File: src/common/pdp_pkg.sv
/* pdp shared definitions
   element and partial widths, config types, pooling enums */
package pdp_pkg;

  // ====================
  // widths
  // ====================
  localparam int BWPE           = 8;        // element width
  localparam int SUM_W          = BWPE + 6; // partial width, room for 8x8 window sum
  localparam int RECIP_W        = 17;       // 1.16 fixed point
  localparam int DIM_W          = 13;       // cube dimension
  localparam int KER_W          = 3;        // kernel size
  localparam int LBUF_DEPTH_DEF = 64;       // output columns held per line

  // ====================
  // types
  // ====================
  typedef logic signed [BWPE-1:0]  elem_t;  // one input/output element
  typedef logic signed [SUM_W-1:0] sum_t;   // partial or window sum
  typedef logic [RECIP_W-1:0]      recip_t; // unsigned reciprocal
  typedef logic [DIM_W-1:0]        dim_t;   // dimension minus one
  typedef logic [KER_W-1:0]        ker_t;   // kernel size minus one

  typedef enum logic [1:0] {
    POOL_AVG = 2'd0,
    POOL_MAX = 2'd1,
    POOL_MIN = 2'd2
  } pool_type_e;

  typedef enum logic {
    ST_IDLE = 1'b0,
    ST_RUN  = 1'b1
  } op_state_e;

  // merge one new value b into running value a, used by both pooling stages
  function automatic sum_t pool_merge(pool_type_e ptype, sum_t a, sum_t b);
    sum_t r;
    case (ptype)
      POOL_MAX: r = (b > a) ? b : a; // signed compare
      POOL_MIN: r = (b < a) ? b : a;
      default:  r = a + b;           // average sums first
    endcase
    return r;
  endfunction

endpackage

File: src/common/pdp_elem_if.sv
/* tagged element stream, input stage to horizontal stage */
`timescale 1ns/1ps

interface pdp_elem_if;
  import pdp_pkg::*;

  logic valid;
  logic ready;
  sum_t data;       // element extended to partial width
  logic col_first;  // first column of kernel window
  logic col_last;   // last column of kernel window
  logic row_first;  // first row of kernel window
  logic row_last;   // last row of kernel window
  logic line_end;   // last element of input line
  logic surf_end;   // last element of surface

  modport source (
    output valid, data, col_first, col_last, row_first, row_last, line_end, surf_end,
    input  ready
  );

  modport sink (
    input  valid, data, col_first, col_last, row_first, row_last, line_end, surf_end,
    output ready
  );

endinterface

File: src/common/pdp_part_if.sv
/* horizontal partial stream, horizontal stage to vertical stage */
`timescale 1ns/1ps

interface pdp_part_if;
  import pdp_pkg::*;

  logic valid;
  logic ready;
  sum_t data;       // kernel_width reduced partial
  logic row_first;  // first row of kernel window
  logic row_last;   // last row of kernel window
  logic line_end;   // last partial of line
  logic surf_end;   // last partial of surface

  modport source (
    output valid, data, row_first, row_last, line_end, surf_end,
    input  ready
  );

  modport sink (
    input  valid, data, row_first, row_last, line_end, surf_end,
    output ready
  );

endinterface

File: src/pdp_preproc.sv
/* pdp input stage
   source select, run state, window position tagging */
`timescale 1ns/1ps

module pdp_preproc (
  input  logic           nvdla_core_clk,
  input  logic           nvdla_core_rstn,
  input  logic           rdma_valid,
  input  pdp_pkg::elem_t rdma_pd,
  output logic           rdma_ready,
  input  logic           sdp_valid,
  input  pdp_pkg::elem_t sdp_pd,
  output logic           sdp_ready,
  input  logic           flying_mode,
  input  logic           op_en,
  input  pdp_pkg::ker_t  kernel_width,
  input  pdp_pkg::ker_t  kernel_height,
  input  pdp_pkg::dim_t  cube_in_width,
  input  pdp_pkg::dim_t  cube_in_height,
  pdp_elem_if.source     elem
);
  import pdp_pkg::*;

  op_state_e state;
  dim_t      col_cnt;   // input column
  dim_t      row_cnt;   // input row
  ker_t      kw_cnt;    // column phase in kernel
  ker_t      kh_cnt;    // row phase in kernel
  logic      sel_valid;
  elem_t     sel_pd;
  logic      can_load;
  logic      take;
  logic      col_last;
  logic      row_last;
  logic      line_end;
  logic      surf_end;

  assign sel_valid = flying_mode ? sdp_valid : rdma_valid;
  assign sel_pd    = flying_mode ? sdp_pd : rdma_pd;
  assign can_load  = (state == ST_RUN) && (!elem.valid || elem.ready); // slot empty or draining
  assign rdma_ready = can_load && !flying_mode;
  assign sdp_ready  = can_load && flying_mode;
  assign take       = can_load && sel_valid;

  // position of the element being accepted
  assign col_last = (kw_cnt == kernel_width);
  assign row_last = (kh_cnt == kernel_height);
  assign line_end = (col_cnt == cube_in_width);
  assign surf_end = line_end && (row_cnt == cube_in_height);

  always_ff @(posedge nvdla_core_clk or negedge nvdla_core_rstn) begin
    if (!nvdla_core_rstn) begin
      state   <= ST_IDLE;
      col_cnt <= '0;
      row_cnt <= '0;
      kw_cnt  <= '0;
      kh_cnt  <= '0;
    end else begin
      if (state == ST_IDLE && op_en) begin
        state <= ST_RUN;
      end else if (take && surf_end) begin
        state <= ST_IDLE;                                 // whole surface taken
      end
      if (take) begin
        kw_cnt  <= col_last ? '0 : kw_cnt + 1'b1;
        col_cnt <= line_end ? '0 : col_cnt + 1'b1;
        if (line_end) begin
          kh_cnt  <= row_last ? '0 : kh_cnt + 1'b1;
          row_cnt <= surf_end ? '0 : row_cnt + 1'b1;
        end
      end
    end
  end

  // output register valid
  always_ff @(posedge nvdla_core_clk or negedge nvdla_core_rstn) begin
    if (!nvdla_core_rstn) begin
      elem.valid <= 1'b0;
    end else if (take) begin
      elem.valid <= 1'b1;
    end else if (elem.ready) begin
      elem.valid <= 1'b0;
    end
  end

  // payload and tags
  always_ff @(posedge nvdla_core_clk) begin
    if (take) begin
      elem.data      <= sum_t'(sel_pd);  // sign extend to partial width
      elem.col_first <= (kw_cnt == '0);
      elem.col_last  <= col_last;
      elem.row_first <= (kh_cnt == '0);
      elem.row_last  <= row_last;
      elem.line_end  <= line_end;
      elem.surf_end  <= surf_end;
    end
  end

endmodule

File: src/cal1d/pdp_cal1d.sv
/* pdp horizontal pooling
   reduces kernel_width neighbouring elements to one partial */
`timescale 1ns/1ps

module pdp_cal1d (
  input  logic                nvdla_core_clk,
  input  logic                nvdla_core_rstn,
  input  pdp_pkg::pool_type_e pooling_type,
  pdp_elem_if.sink            elem,
  pdp_part_if.source          part
);
  import pdp_pkg::*;

  sum_t acc;      // running value inside window
  sum_t merged;   // acc combined with incoming element
  logic take;

  // only the window closing element needs the output slot
  assign elem.ready = !elem.col_last || !part.valid || part.ready;
  assign take       = elem.valid && elem.ready;

  assign merged = elem.col_first ? elem.data : pool_merge(pooling_type, acc, elem.data);

  always_ff @(posedge nvdla_core_clk) begin
    if (take && !elem.col_last) begin
      acc <= merged;                // keep accumulating
    end
  end

  // ====================
  // partial out
  // ====================
  always_ff @(posedge nvdla_core_clk or negedge nvdla_core_rstn) begin
    if (!nvdla_core_rstn) begin
      part.valid <= 1'b0;
    end else if (take && elem.col_last) begin
      part.valid <= 1'b1;
    end else if (part.ready) begin
      part.valid <= 1'b0;
    end
  end

  always_ff @(posedge nvdla_core_clk) begin
    if (take && elem.col_last) begin
      part.data      <= merged;
      part.row_first <= elem.row_first;   // row tags pass through
      part.row_last  <= elem.row_last;
      part.line_end  <= elem.line_end;
      part.surf_end  <= elem.surf_end;
    end
  end

endmodule

File: src/cal2d/pdp_line_buffer.sv
/* pdp line buffer
   one row of partials, async read, sync write */
`timescale 1ns/1ps

module pdp_line_buffer #(
  parameter int LBUF_DEPTH = pdp_pkg::LBUF_DEPTH_DEF
) (
  input  logic                          nvdla_core_clk,
  input  logic                          wr_en,
  input  logic [$clog2(LBUF_DEPTH)-1:0] wr_addr,
  input  pdp_pkg::sum_t                 wr_data,
  input  logic [$clog2(LBUF_DEPTH)-1:0] rd_addr,
  output pdp_pkg::sum_t                 rd_data
);

  pdp_pkg::sum_t mem [LBUF_DEPTH];  // indexed by output column

  always_ff @(posedge nvdla_core_clk) begin
    if (wr_en) begin
      mem[wr_addr] <= wr_data;
    end
  end

  assign rd_data = mem[rd_addr];  // combinational read

endmodule

File: src/cal2d/pdp_cal2d.sv
/* pdp vertical pooling
   merges kernel_height rows through a line buffer, scales average, drives output */
`timescale 1ns/1ps

module pdp_cal2d #(
  parameter int LBUF_DEPTH = pdp_pkg::LBUF_DEPTH_DEF
) (
  input  logic                nvdla_core_clk,
  input  logic                nvdla_core_rstn,
  input  pdp_pkg::pool_type_e pooling_type,
  input  pdp_pkg::recip_t     recip_cfg,
  pdp_part_if.sink            part,
  output logic                out_valid,
  input  logic                out_ready,
  output pdp_pkg::elem_t      out_pd,
  output logic                done
);
  import pdp_pkg::*;

  localparam int AW     = $clog2(LBUF_DEPTH);
  localparam int PROD_W = SUM_W + RECIP_W + 1;  // signed sum times unsigned recip

  logic [AW-1:0]           col_cnt;   // output column
  sum_t                    stored;    // partial from previous rows
  sum_t                    merged;
  logic                    take;
  logic                    out_surf;  // current output closes surface
  logic signed [PROD_W-1:0] prod;
  logic signed [PROD_W-1:0] rnd;
  elem_t                   scaled;

  // rows that only update the line buffer never wait on output
  assign part.ready = !part.row_last || !out_valid || out_ready;
  assign take       = part.valid && part.ready;

  assign merged = part.row_first ? part.data : pool_merge(pooling_type, stored, part.data);

  // ====================
  // line memory
  // ====================
  pdp_line_buffer #(
    .LBUF_DEPTH (LBUF_DEPTH)
  ) u_lbuf (
    .nvdla_core_clk (nvdla_core_clk),
    .wr_en          (take && !part.row_last),
    .wr_addr        (col_cnt),
    .wr_data        (merged),
    .rd_addr        (col_cnt),
    .rd_data        (stored)
  );

  always_ff @(posedge nvdla_core_clk or negedge nvdla_core_rstn) begin
    if (!nvdla_core_rstn) begin
      col_cnt <= '0;
    end else if (take) begin
      col_cnt <= part.line_end ? '0 : col_cnt + 1'b1;
    end
  end

  // ====================
  // average scaling
  // ====================
  assign prod   = merged * $signed({1'b0, recip_cfg});
  assign rnd    = prod + {{(PROD_W-16){1'b0}}, 1'b1, 15'd0};  // round half up
  assign scaled = (pooling_type == POOL_AVG) ? elem_t'(rnd >>> 16) : merged[BWPE-1:0];

  // ====================
  // output register
  // ====================
  always_ff @(posedge nvdla_core_clk or negedge nvdla_core_rstn) begin
    if (!nvdla_core_rstn) begin
      out_valid <= 1'b0;
      done      <= 1'b0;
    end else begin
      if (take && part.row_last) begin
        out_valid <= 1'b1;
      end else if (out_ready) begin
        out_valid <= 1'b0;
      end
      done <= out_valid && out_ready && out_surf;  // one cycle after last beat
    end
  end

  always_ff @(posedge nvdla_core_clk) begin
    if (take && part.row_last) begin
      out_pd   <= scaled;
      out_surf <= part.surf_end;
    end
  end

endmodule

File: src/pdp_core.sv
/* pdp core, planar pooling data path
   input select, horizontal then vertical pooling */
`timescale 1ns/1ps

module pdp_core #(
  parameter int LBUF_DEPTH = pdp_pkg::LBUF_DEPTH_DEF  // max output columns per line
) (
  input  logic                 nvdla_core_clk,
  input  logic                 nvdla_core_rstn,
  input  logic                 rdma_valid,      // memory read stream
  input  pdp_pkg::elem_t       rdma_pd,
  output logic                 rdma_ready,
  input  logic                 sdp_valid,       // on-the-fly stream
  input  pdp_pkg::elem_t       sdp_pd,
  output logic                 sdp_ready,
  input  logic                 flying_mode,     // 1 selects sdp
  input  logic                 op_en,           // start strobe
  input  pdp_pkg::pool_type_e  pooling_type,
  input  pdp_pkg::ker_t        kernel_width,
  input  pdp_pkg::ker_t        kernel_height,
  input  pdp_pkg::dim_t        cube_in_width,
  input  pdp_pkg::dim_t        cube_in_height,
  input  pdp_pkg::recip_t      recip_cfg,       // average scale
  output logic                 out_valid,
  input  logic                 out_ready,
  output pdp_pkg::elem_t       out_pd,
  output logic                 done             // end of operation pulse
);

  pdp_elem_if u_elem_if ();  // preproc -> cal1d
  pdp_part_if u_part_if ();  // cal1d -> cal2d

  // ====================
  // input stage
  // ====================
  pdp_preproc u_preproc (
    .nvdla_core_clk  (nvdla_core_clk),
    .nvdla_core_rstn (nvdla_core_rstn),
    .rdma_valid      (rdma_valid),
    .rdma_pd         (rdma_pd),
    .rdma_ready      (rdma_ready),
    .sdp_valid       (sdp_valid),
    .sdp_pd          (sdp_pd),
    .sdp_ready       (sdp_ready),
    .flying_mode     (flying_mode),
    .op_en           (op_en),
    .kernel_width    (kernel_width),
    .kernel_height   (kernel_height),
    .cube_in_width   (cube_in_width),
    .cube_in_height  (cube_in_height),
    .elem            (u_elem_if.source)
  );

  // ====================
  // pooling 1d
  // ====================
  pdp_cal1d u_cal1d (
    .nvdla_core_clk  (nvdla_core_clk),
    .nvdla_core_rstn (nvdla_core_rstn),
    .pooling_type    (pooling_type),
    .elem            (u_elem_if.sink),
    .part            (u_part_if.source)
  );

  // ====================
  // pooling 2d
  // ====================
  pdp_cal2d #(
    .LBUF_DEPTH (LBUF_DEPTH)
  ) u_cal2d (
    .nvdla_core_clk  (nvdla_core_clk),
    .nvdla_core_rstn (nvdla_core_rstn),
    .pooling_type    (pooling_type),
    .recip_cfg       (recip_cfg),
    .part            (u_part_if.sink),
    .out_valid       (out_valid),
    .out_ready       (out_ready),
    .out_pd          (out_pd),
    .done            (done)
  );

endmodule

File: config.mk
export PLATFORM = sky130hd
export DESIGN_NAME = pdp_core
export DESIGN_NICKNAME = d
export VERILOG_FILES = /design/src/common/pdp_pkg.sv /design/src/common/pdp_elem_if.sv /design/src/common/pdp_part_if.sv /design/src/pdp_preproc.sv /design/src/cal1d/pdp_cal1d.sv /design/src/cal2d/pdp_line_buffer.sv /design/src/cal2d/pdp_cal2d.sv /design/src/pdp_core.sv
export SDC_FILE = /design/constraint.sdc
export NUM_CORES = 2
export LEC_CHECK = 0
export BUFFER_PORTS_ARGS = -buffer_cell sky130_fd_sc_hd__buf_2
export CORE_UTILIZATION = 45
export CTS_BUF_LIST = sky130_fd_sc_hd__clkbuf_4 sky130_fd_sc_hd__clkbuf_8
export DETAILED_ROUTE_END_ITERATION = 7
export PLACE_DENSITY_LB_ADDON = 0.2
export SETUP_SLACK_MARGIN = 0.15
export SLEW_MARGIN = 10
export SYNTH_ARGS = -nofsm -noshare
export SYNTH_HDL_FRONTEND = slang
export SYNTH_SLANG_ARGS = --single-unit
File: constraint.sdc
create_clock -name nvdla_core_clk -period 14.4 [get_ports nvdla_core_clk]
set_clock_uncertainty 0.15 [all_clocks]
set_input_delay 2.88 -clock nvdla_core_clk [delete_from_list [all_inputs] [get_ports nvdla_core_clk]]
set_output_delay 2.88 -clock nvdla_core_clk [all_outputs]
set_load 0.01 [all_outputs]
# == Word-level counts from Yosys, hierarchy flattened ==
# Memory sizes are Yosys's and may differ from the RTL's.
# Cells that the tools add are included.
# op_classes
add_sub_neg,8
n_mul,1
magnitude_cmp,4
n_eq_ne,6
muxes,26
bitwise_logic,1
reduce_logical,34
# ops
cell,n
14-bit 2-to-1 mux,6
14-bit case mux with 2 select lines,2
13-bit by 1-bit adder with 13-bit output (second input constant),2
13-bit equality test,2
13-bit 2-to-1 mux,2
24-bit by 16-bit adder with 24-bit output (second input constant),1
14-bit by 18-bit multiplier with 24-bit output,1
8-bit 2-to-1 mux,2
1-bit logical AND,15
14-bit adder,1
14-bit by 8-bit adder with 14-bit output,1
14-bit > comparator,1
8-bit by 14-bit > comparator with 1-bit output,1
14-bit less-than comparator,1
8-bit by 14-bit less-than comparator with 1-bit output,1
1-bit 2-to-1 mux,11
2-bit nonzero test,4
3-bit by 1-bit adder with 3-bit output (second input constant),2
6-bit by 1-bit adder with 6-bit output (second input constant),1
3-bit equality test,2
1-bit logical NOT,6
3-bit logical NOT,2
3-bit 2-to-1 mux,2
6-bit 2-to-1 mux,1
6 further kinds,10
# totals
regBits,98
mem_bits_rw,896
input_bits,74
output_inout_bits,12
word_cells,106
mem_count,1
# memory_table
memory,depth,width,rd,rd_clocked_by_memory_dff,write_ports,line,source
u_cal2d.u_lbuf.mem,64,14,1,0,1,pdp_line_buffer.sv:16,pdp_pkg::sum_t mem [LBUF_DEPTH];

# == Logic depth before layout (Yosys ltp) ==
# logic_depth
depth_word,10
mapped_depth,53
ltp_nobuf,45

# == Modules after synthesis ==
# A second synthesis with hierarchy kept.
# hier_totals
hier_cells,3167
area_unflattened_um2,49144.6
# by_module_without_submodules
mod,instances,cells_per_inst,area_each_um2,seq_area_each_um2
pdp_line_buffer,1,1557,34598.2,26905.8
pdp_cal2d,1,1094,9196.3,470.5
pdp_preproc,1,271,2727.6,1271.2
pdp_cal1d,1,245,2622.5,985.9

# == Worst setup path after synthesis ==
# No wires, ideal clock.
# synth_path
path_kind,register to register
startpoint,register u_cal2d.col_cnt[2]
endpoint,"register u_cal2d.out_pd[7], data pin"
setup_ns,0.256
arrival_ns,11.672
required_ns,13.994
path_slack_ns,2.322
path_stages_with_launch,50
period_less_slack_ns,12.078
cell_sequence,dfrtp_1 -> buf_4 -> buf_6 -> buf_6 -> buf_4 -> buf_6 -> buf_6 -> buf_2 -> buf_4 -> mux2_2 -> a221oi_1 -> nor2_1 -> a221oi_1 -> o22ai_1 -> nor3_1 -> nand2_1 -> inv_1 -> ha_1 -> [14 not listed] -> fa_1 -> inv_1 -> fa_1 -> inv_1 -> ha_1 -> a21o_1 -> a21o_1 -> a221o_1 -> a21o_1 -> a21oi_1 -> o21ai_0 -> o211a_1 -> o21ai_0 -> o211ai_2 -> a21oi_2 -> xor2_1 -> xnor2_1 -> o21ai_1
# synth_via
elab_chain_cells,8
# synth_rtl
element,line,source
start: declaration,pdp_cal2d.sv:23,logic [AW-1:0] col_cnt;
start signal: assignment,pdp_cal2d.sv:56,col_cnt <= part.line_end ? '0 : col_cnt + 1'b1;
memory read 64 x 14 bit *,-,
14-bit less-than comparator or 14-bit > comparator (tied branches),"pdp_pkg.sv:40, pdp_pkg.sv:39",
14-bit 2-to-1 mux (on tied branches),"pdp_pkg.sv:40, pdp_pkg.sv:39",
14-bit case mux with 2 select lines *,pdp_pkg.sv:38,case (ptype)
14-bit 2-to-1 mux *,pdp_cal2d.sv:36,"assign merged = part.row_first ? part.data : pool_merge(pooling_type, stored, part.data);"
via u_cal2d.merged[9],pdp_cal2d.sv:25,sum_t merged;
14-bit by 18-bit multiplier with 24-bit output *,pdp_cal2d.sv:63,"assign prod = merged * $signed({1'b0, recip_cfg});"
24-bit by 16-bit adder with 24-bit output *,pdp_cal2d.sv:64,"assign rnd = prod + {{(PROD_W-16){1'b0}}, 1'b1, 15'd0};"
8-bit 2-to-1 mux *,pdp_cal2d.sv:65,assign scaled = (pooling_type == POOL_AVG) ? elem_t'(rnd >>> 16) : merged[BWPE-1:0];
via u_cal2d.scaled[7],pdp_cal2d.sv:30,elem_t scaled;
end signal: assignment,pdp_cal2d.sv:86,out_pd <= scaled;
end: declaration,pdp_cal2d.sv:15,"output pdp_pkg::elem_t out_pd,"
# Mark *: on every way through the listed nets, which the timed path passes. The rest lies on a longest branch.
# A chain may end at the register's enable or synchronous reset.

# == Worst setup path in the final report ==
# layout_path
startpoint,register u_cal2d.col_cnt[1]
endpoint,"register u_cal2d.out_pd[7], data pin"
# layout_via
elab_chain_cells,8
# layout_rtl
element,line
memory read 64 x 14 bit *,-
14-bit less-than comparator or 14-bit > comparator (tied branches),"pdp_pkg.sv:40, pdp_pkg.sv:39"
14-bit 2-to-1 mux (on tied branches),"pdp_pkg.sv:40, pdp_pkg.sv:39"
14-bit case mux with 2 select lines *,pdp_pkg.sv:38
14-bit 2-to-1 mux *,pdp_cal2d.sv:36
14-bit by 18-bit multiplier with 24-bit output,pdp_cal2d.sv:63
24-bit by 16-bit adder with 24-bit output,pdp_cal2d.sv:64
8-bit 2-to-1 mux *,pdp_cal2d.sv:65
via u_cal2d.scaled[7],pdp_cal2d.sv:30
# Marked as above.

==> impl_summary.log <==
[metrics] Rel. slew slack: 0.215
[metrics] endpoint required time on the critical path: 14.80 ns
[metrics] sort of element at the end of the critical path: flop
[metrics] startpoint kind of the worst setup timing path: flop
[metrics] Net count, final: 4017
[metrics] signal arrival time at the worst endpoint: 13.78 ns
[metrics] Final setup violation count: 0
[metrics] fraction of layout instances using a drive strength above 1: 0.174
[metrics] biggest area contributors in the synthesized netlist: sky130_fd_sc_hd__edfxtp_1 (59%), sky130_fd_sc_hd__fa_1 (6.7%), sky130_fd_sc_hd__ha_1 (3.6%), sky130_fd_sc_hd__mux4_2 (2.3%), sky130_fd_sc_hd__dfrtp_1 (2.2%)
[metrics] slew at the pin with the worst max-slew slack: 1.18 ns
[metrics] die width: 330 um
[metrics] post-synthesis cell type count: 84
[metrics] maximum number of pins on one net before global-route repair: 73
[metrics] DRC errors left: 0
[metrics] delay of the slowest cell on the worst path: 0.90 ns
[metrics] effective utilization at floorplan: 0.457
[metrics] Via-to-Cell Ratio: 6.01
[metrics] cell types with the highest counts after synthesis: sky130_fd_sc_hd__edfxtp_1 (951), sky130_fd_sc_hd__inv_1 (265), sky130_fd_sc_hd__nand2_1 (222)
[metrics] maximum clock frequency: 74.8 MHz
[metrics] Yosys Warn Count: 0
[metrics] number of enable-type register cells in the synthesized netlist: 951
[metrics] H-tree depth reported by CTS: 4
[metrics] global-route total usage across every layer: 0.267
[metrics] max-slew violation total from the final report: 0
[metrics] final period utilization: 0.929
[metrics] Chip Height: 330 um
[metrics] run status: finished clean
[metrics] gate count of the mapped netlist: 3437
[metrics] sum of routed wire length over all layers: 143 mm
[metrics] final design utilization: 0.512
[metrics] routed vias: 31019
[metrics] setup repair after global routing missed its margin: false
[metrics] Crit Reg-Reg Endpoint: u_cal2d.out_pd[7]$_DFFE_PP_
[metrics] share of flip-flops with an asynchronous set or reset: 0.0433
[metrics] Reg2Reg Launch Point: u_cal2d.col_cnt[1]$_DFFE_PN0P_
[metrics] aggregate global routing overflow: 0
[metrics] critical-path maximum fanout: 71
[metrics] Detailed Routing Iterations Pass 1: 6
[metrics] total number of clock tree sinks: 994
[metrics] post-cts hold buffer count: 0
[metrics] area of the core region: 106000 sq um
[metrics] classification of the worst setup path: flop to flop
[metrics] Hold Path End: u_cal1d.part.surf_end$_DFFE_PP_
[metrics] number of port buffers: 85
[metrics] count of standard-cell rows: 119
[metrics] clock latency at the later pin of the worst-skew pair: 0.87 ns
[metrics] library cell contributing the largest single delay on the critical path: sky130_fd_sc_hd__dfrtp_4
[metrics] max capacitance violation total: 0
[metrics] minimum clock period: 13.37 ns
[metrics] number of primary I/O pins: 86
[metrics] antenna violations before repair: 3
[metrics] Die Area: 109000 sq um
[metrics] detailed placement HPWL: 90.7 mm
[metrics] syn nets: 3812
[metrics] Routed WL per cell: 27.8 um
[metrics] hold path startpoint: u_preproc.elem.surf_end$_DFFE_PP_
[metrics] share of Yosys cell area claimed by the top area cell type: 0.591
[metrics] cell with the most instances after synthesis: sky130_fd_sc_hd__edfxtp_1
[metrics] synthesized area: 48400 sq um
[metrics] first-pass GRT wire length: 210 mm
[metrics] Detailed Route Iter0 Violations: 3481
[metrics] worst-case clock buffer depth: 3
[metrics] final hold violation count: 0
[metrics] min-delay worst type: flop to flop
[metrics] Final ANT Viol Nets: 0
[metrics] Worst Hold Path Cells: 0
[metrics] vias in the first global route: 30700
[metrics] mean area per synthesized cell: 14.1 sq um
[metrics] TritonCTS clock tree: done
[metrics] TNS Setup: 0 ns
[metrics] length in cells of the worst reg-to-reg path: 40
[metrics] layout-stage area growth over the synthesis result: 12.0%
[metrics] Final GP Congestion: 0.928
[metrics] clock root cell: sky130_fd_sc_hd__clkbuf_8
[metrics] WHS: 0.275 ns
[metrics] setup repair bufs after CTS: 0
[metrics] cell seen most often among critical-path stages: sky130_fd_sc_hd__fa_1
[metrics] Synth Register Bits: 994
[metrics] clock slew seen by the registers of the worst setup and hold paths: 0.06 ns
[metrics] post-synth top area cell: sky130_fd_sc_hd__edfxtp_1
[metrics] most used flip-flop cell after synthesis: sky130_fd_sc_hd__edfxtp_1
[metrics] Inserted Clock Buffers: 161
[metrics] register-to-register setup slack: 1.03 ns
[metrics] sequential fraction of the synthesis area: 0.613
[metrics] post-cts resize count: 0
-- cells by family after synthesis --
group,share of synthesized area
buffers and inverters,0.0392
adder cells (fa/ha/maj),0.103
flip-flops,0.613
AO/OA/AOI/OAI,0.0972
XOR/XNOR,0.0163
AND/OR/NAND/NOR,0.0756
multiplexers,0.0560
-- registers in the layout, indices dropped and copies added (netlist names), 6 cells and up --
name,flops
u_cal2d.out_pd,8
u_preproc.row_cnt,13
u_cal1d.acc,14
u_cal2d.u_lbuf.mem,896
u_cal1d.part.data,14
u_preproc.elem.data,8
u_cal2d.col_cnt,6
u_preproc.col_cnt,13
-- cell usage in the layout (no fill, tap or decap), types with 27 or more instances in the layout --
cell and n:
sky130_fd_sc_hd__clkbuf_8 165, sky130_fd_sc_hd__fa_1 161, sky130_fd_sc_hd__inv_1 262, sky130_fd_sc_hd__clkbuf_4 57, sky130_fd_sc_hd__nor2b_1 35, sky130_fd_sc_hd__a22oi_1 122, sky130_fd_sc_hd__buf_4 137, sky130_fd_sc_hd__a31oi_1 35
sky130_fd_sc_hd__o22ai_1 27, sky130_fd_sc_hd__mux2i_1 87, sky130_fd_sc_hd__mux4_2 50, sky130_fd_sc_hd__mux2_2 63, sky130_fd_sc_hd__buf_2 85, sky130_fd_sc_hd__xor2_1 41, sky130_fd_sc_hd__nand2_1 221, sky130_fd_sc_hd__a21oi_1 96
sky130_fd_sc_hd__ha_1 140, sky130_fd_sc_hd__nor2_1 186, sky130_fd_sc_hd__edfxtp_1 951, sky130_fd_sc_hd__o21ai_0 108, sky130_fd_sc_hd__xnor2_1 44, sky130_fd_sc_hd__dfrtp_1 40, sky130_fd_sc_hd__clkinv_1 30, sky130_fd_sc_hd__and2_1 98
sky130_fd_sc_hd__a221oi_1 88
-- metrics by stage --
stage	std cells	setup WS [ns]	area (sq um)
final	5157	1.03	54200
after global routing	5156	0.430	54200
after CTS	5155	1.27	54200
after detailed placement	4870	1.38	51000
after global placement	4870	1.39	51000
after floorplan	3437	2.32	48400
-- worst max-delay path by stage --
stage,endpoint,from
2_1_floorplan,u_cal2d.out_pd[7]$_DFFE_PP_,u_cal2d.col_cnt[2]$_DFFE_PN0P_
3_3_place_gp,u_cal2d.out_pd[7]$_DFFE_PP_,u_cal2d.col_cnt[1]$_DFFE_PN0P_
3_5_place_dp,u_cal2d.out_pd[7]$_DFFE_PP_,u_cal2d.col_cnt[1]$_DFFE_PN0P_
4_1_cts,u_cal2d.out_pd[7]$_DFFE_PP_,u_cal2d.col_cnt[1]$_DFFE_PN0P_
5_1_grt,u_cal2d.out_pd[7]$_DFFE_PP_,u_cal2d.col_cnt[1]$_DFFE_PN0P_
6_report,u_cal2d.out_pd[7]$_DFFE_PP_,u_cal2d.col_cnt[1]$_DFFE_PN0P_
-- layer usage --
layer	vias to the layer above	GRT usage	wire length, um
met4	0	0.0967	4940
met1	15843	0.375	59000
met2	1622	0.413	65900
met5	-	0	0
met3	276	0.0523	13400
li1	13278	-	-
-- cell type report --
cell class              count  area (sq um)
fillers                  9003         51700
flip-flops and latches    994         29600
multi-input cells        1989         17000
clock buffers             222          2700
well taps                1391          1740
repair buffers            229          1590
inverters                 267          1000
clock inverters            63           489
diodes                      2          5.00
-- critical path, delay by kind of cell, from the launching register on --
kind            cells  cell delay (ns)
compound gates     17             4.66
xor+xnor            2             0.32
fa+ha+maj           8             3.72
buf+inv             7             1.21
flops               1             0.90
simple gates        6             1.99
Power is not shown: default switching activity piles up to over one toggle a cycle in this logic, so the estimate is an artifact.
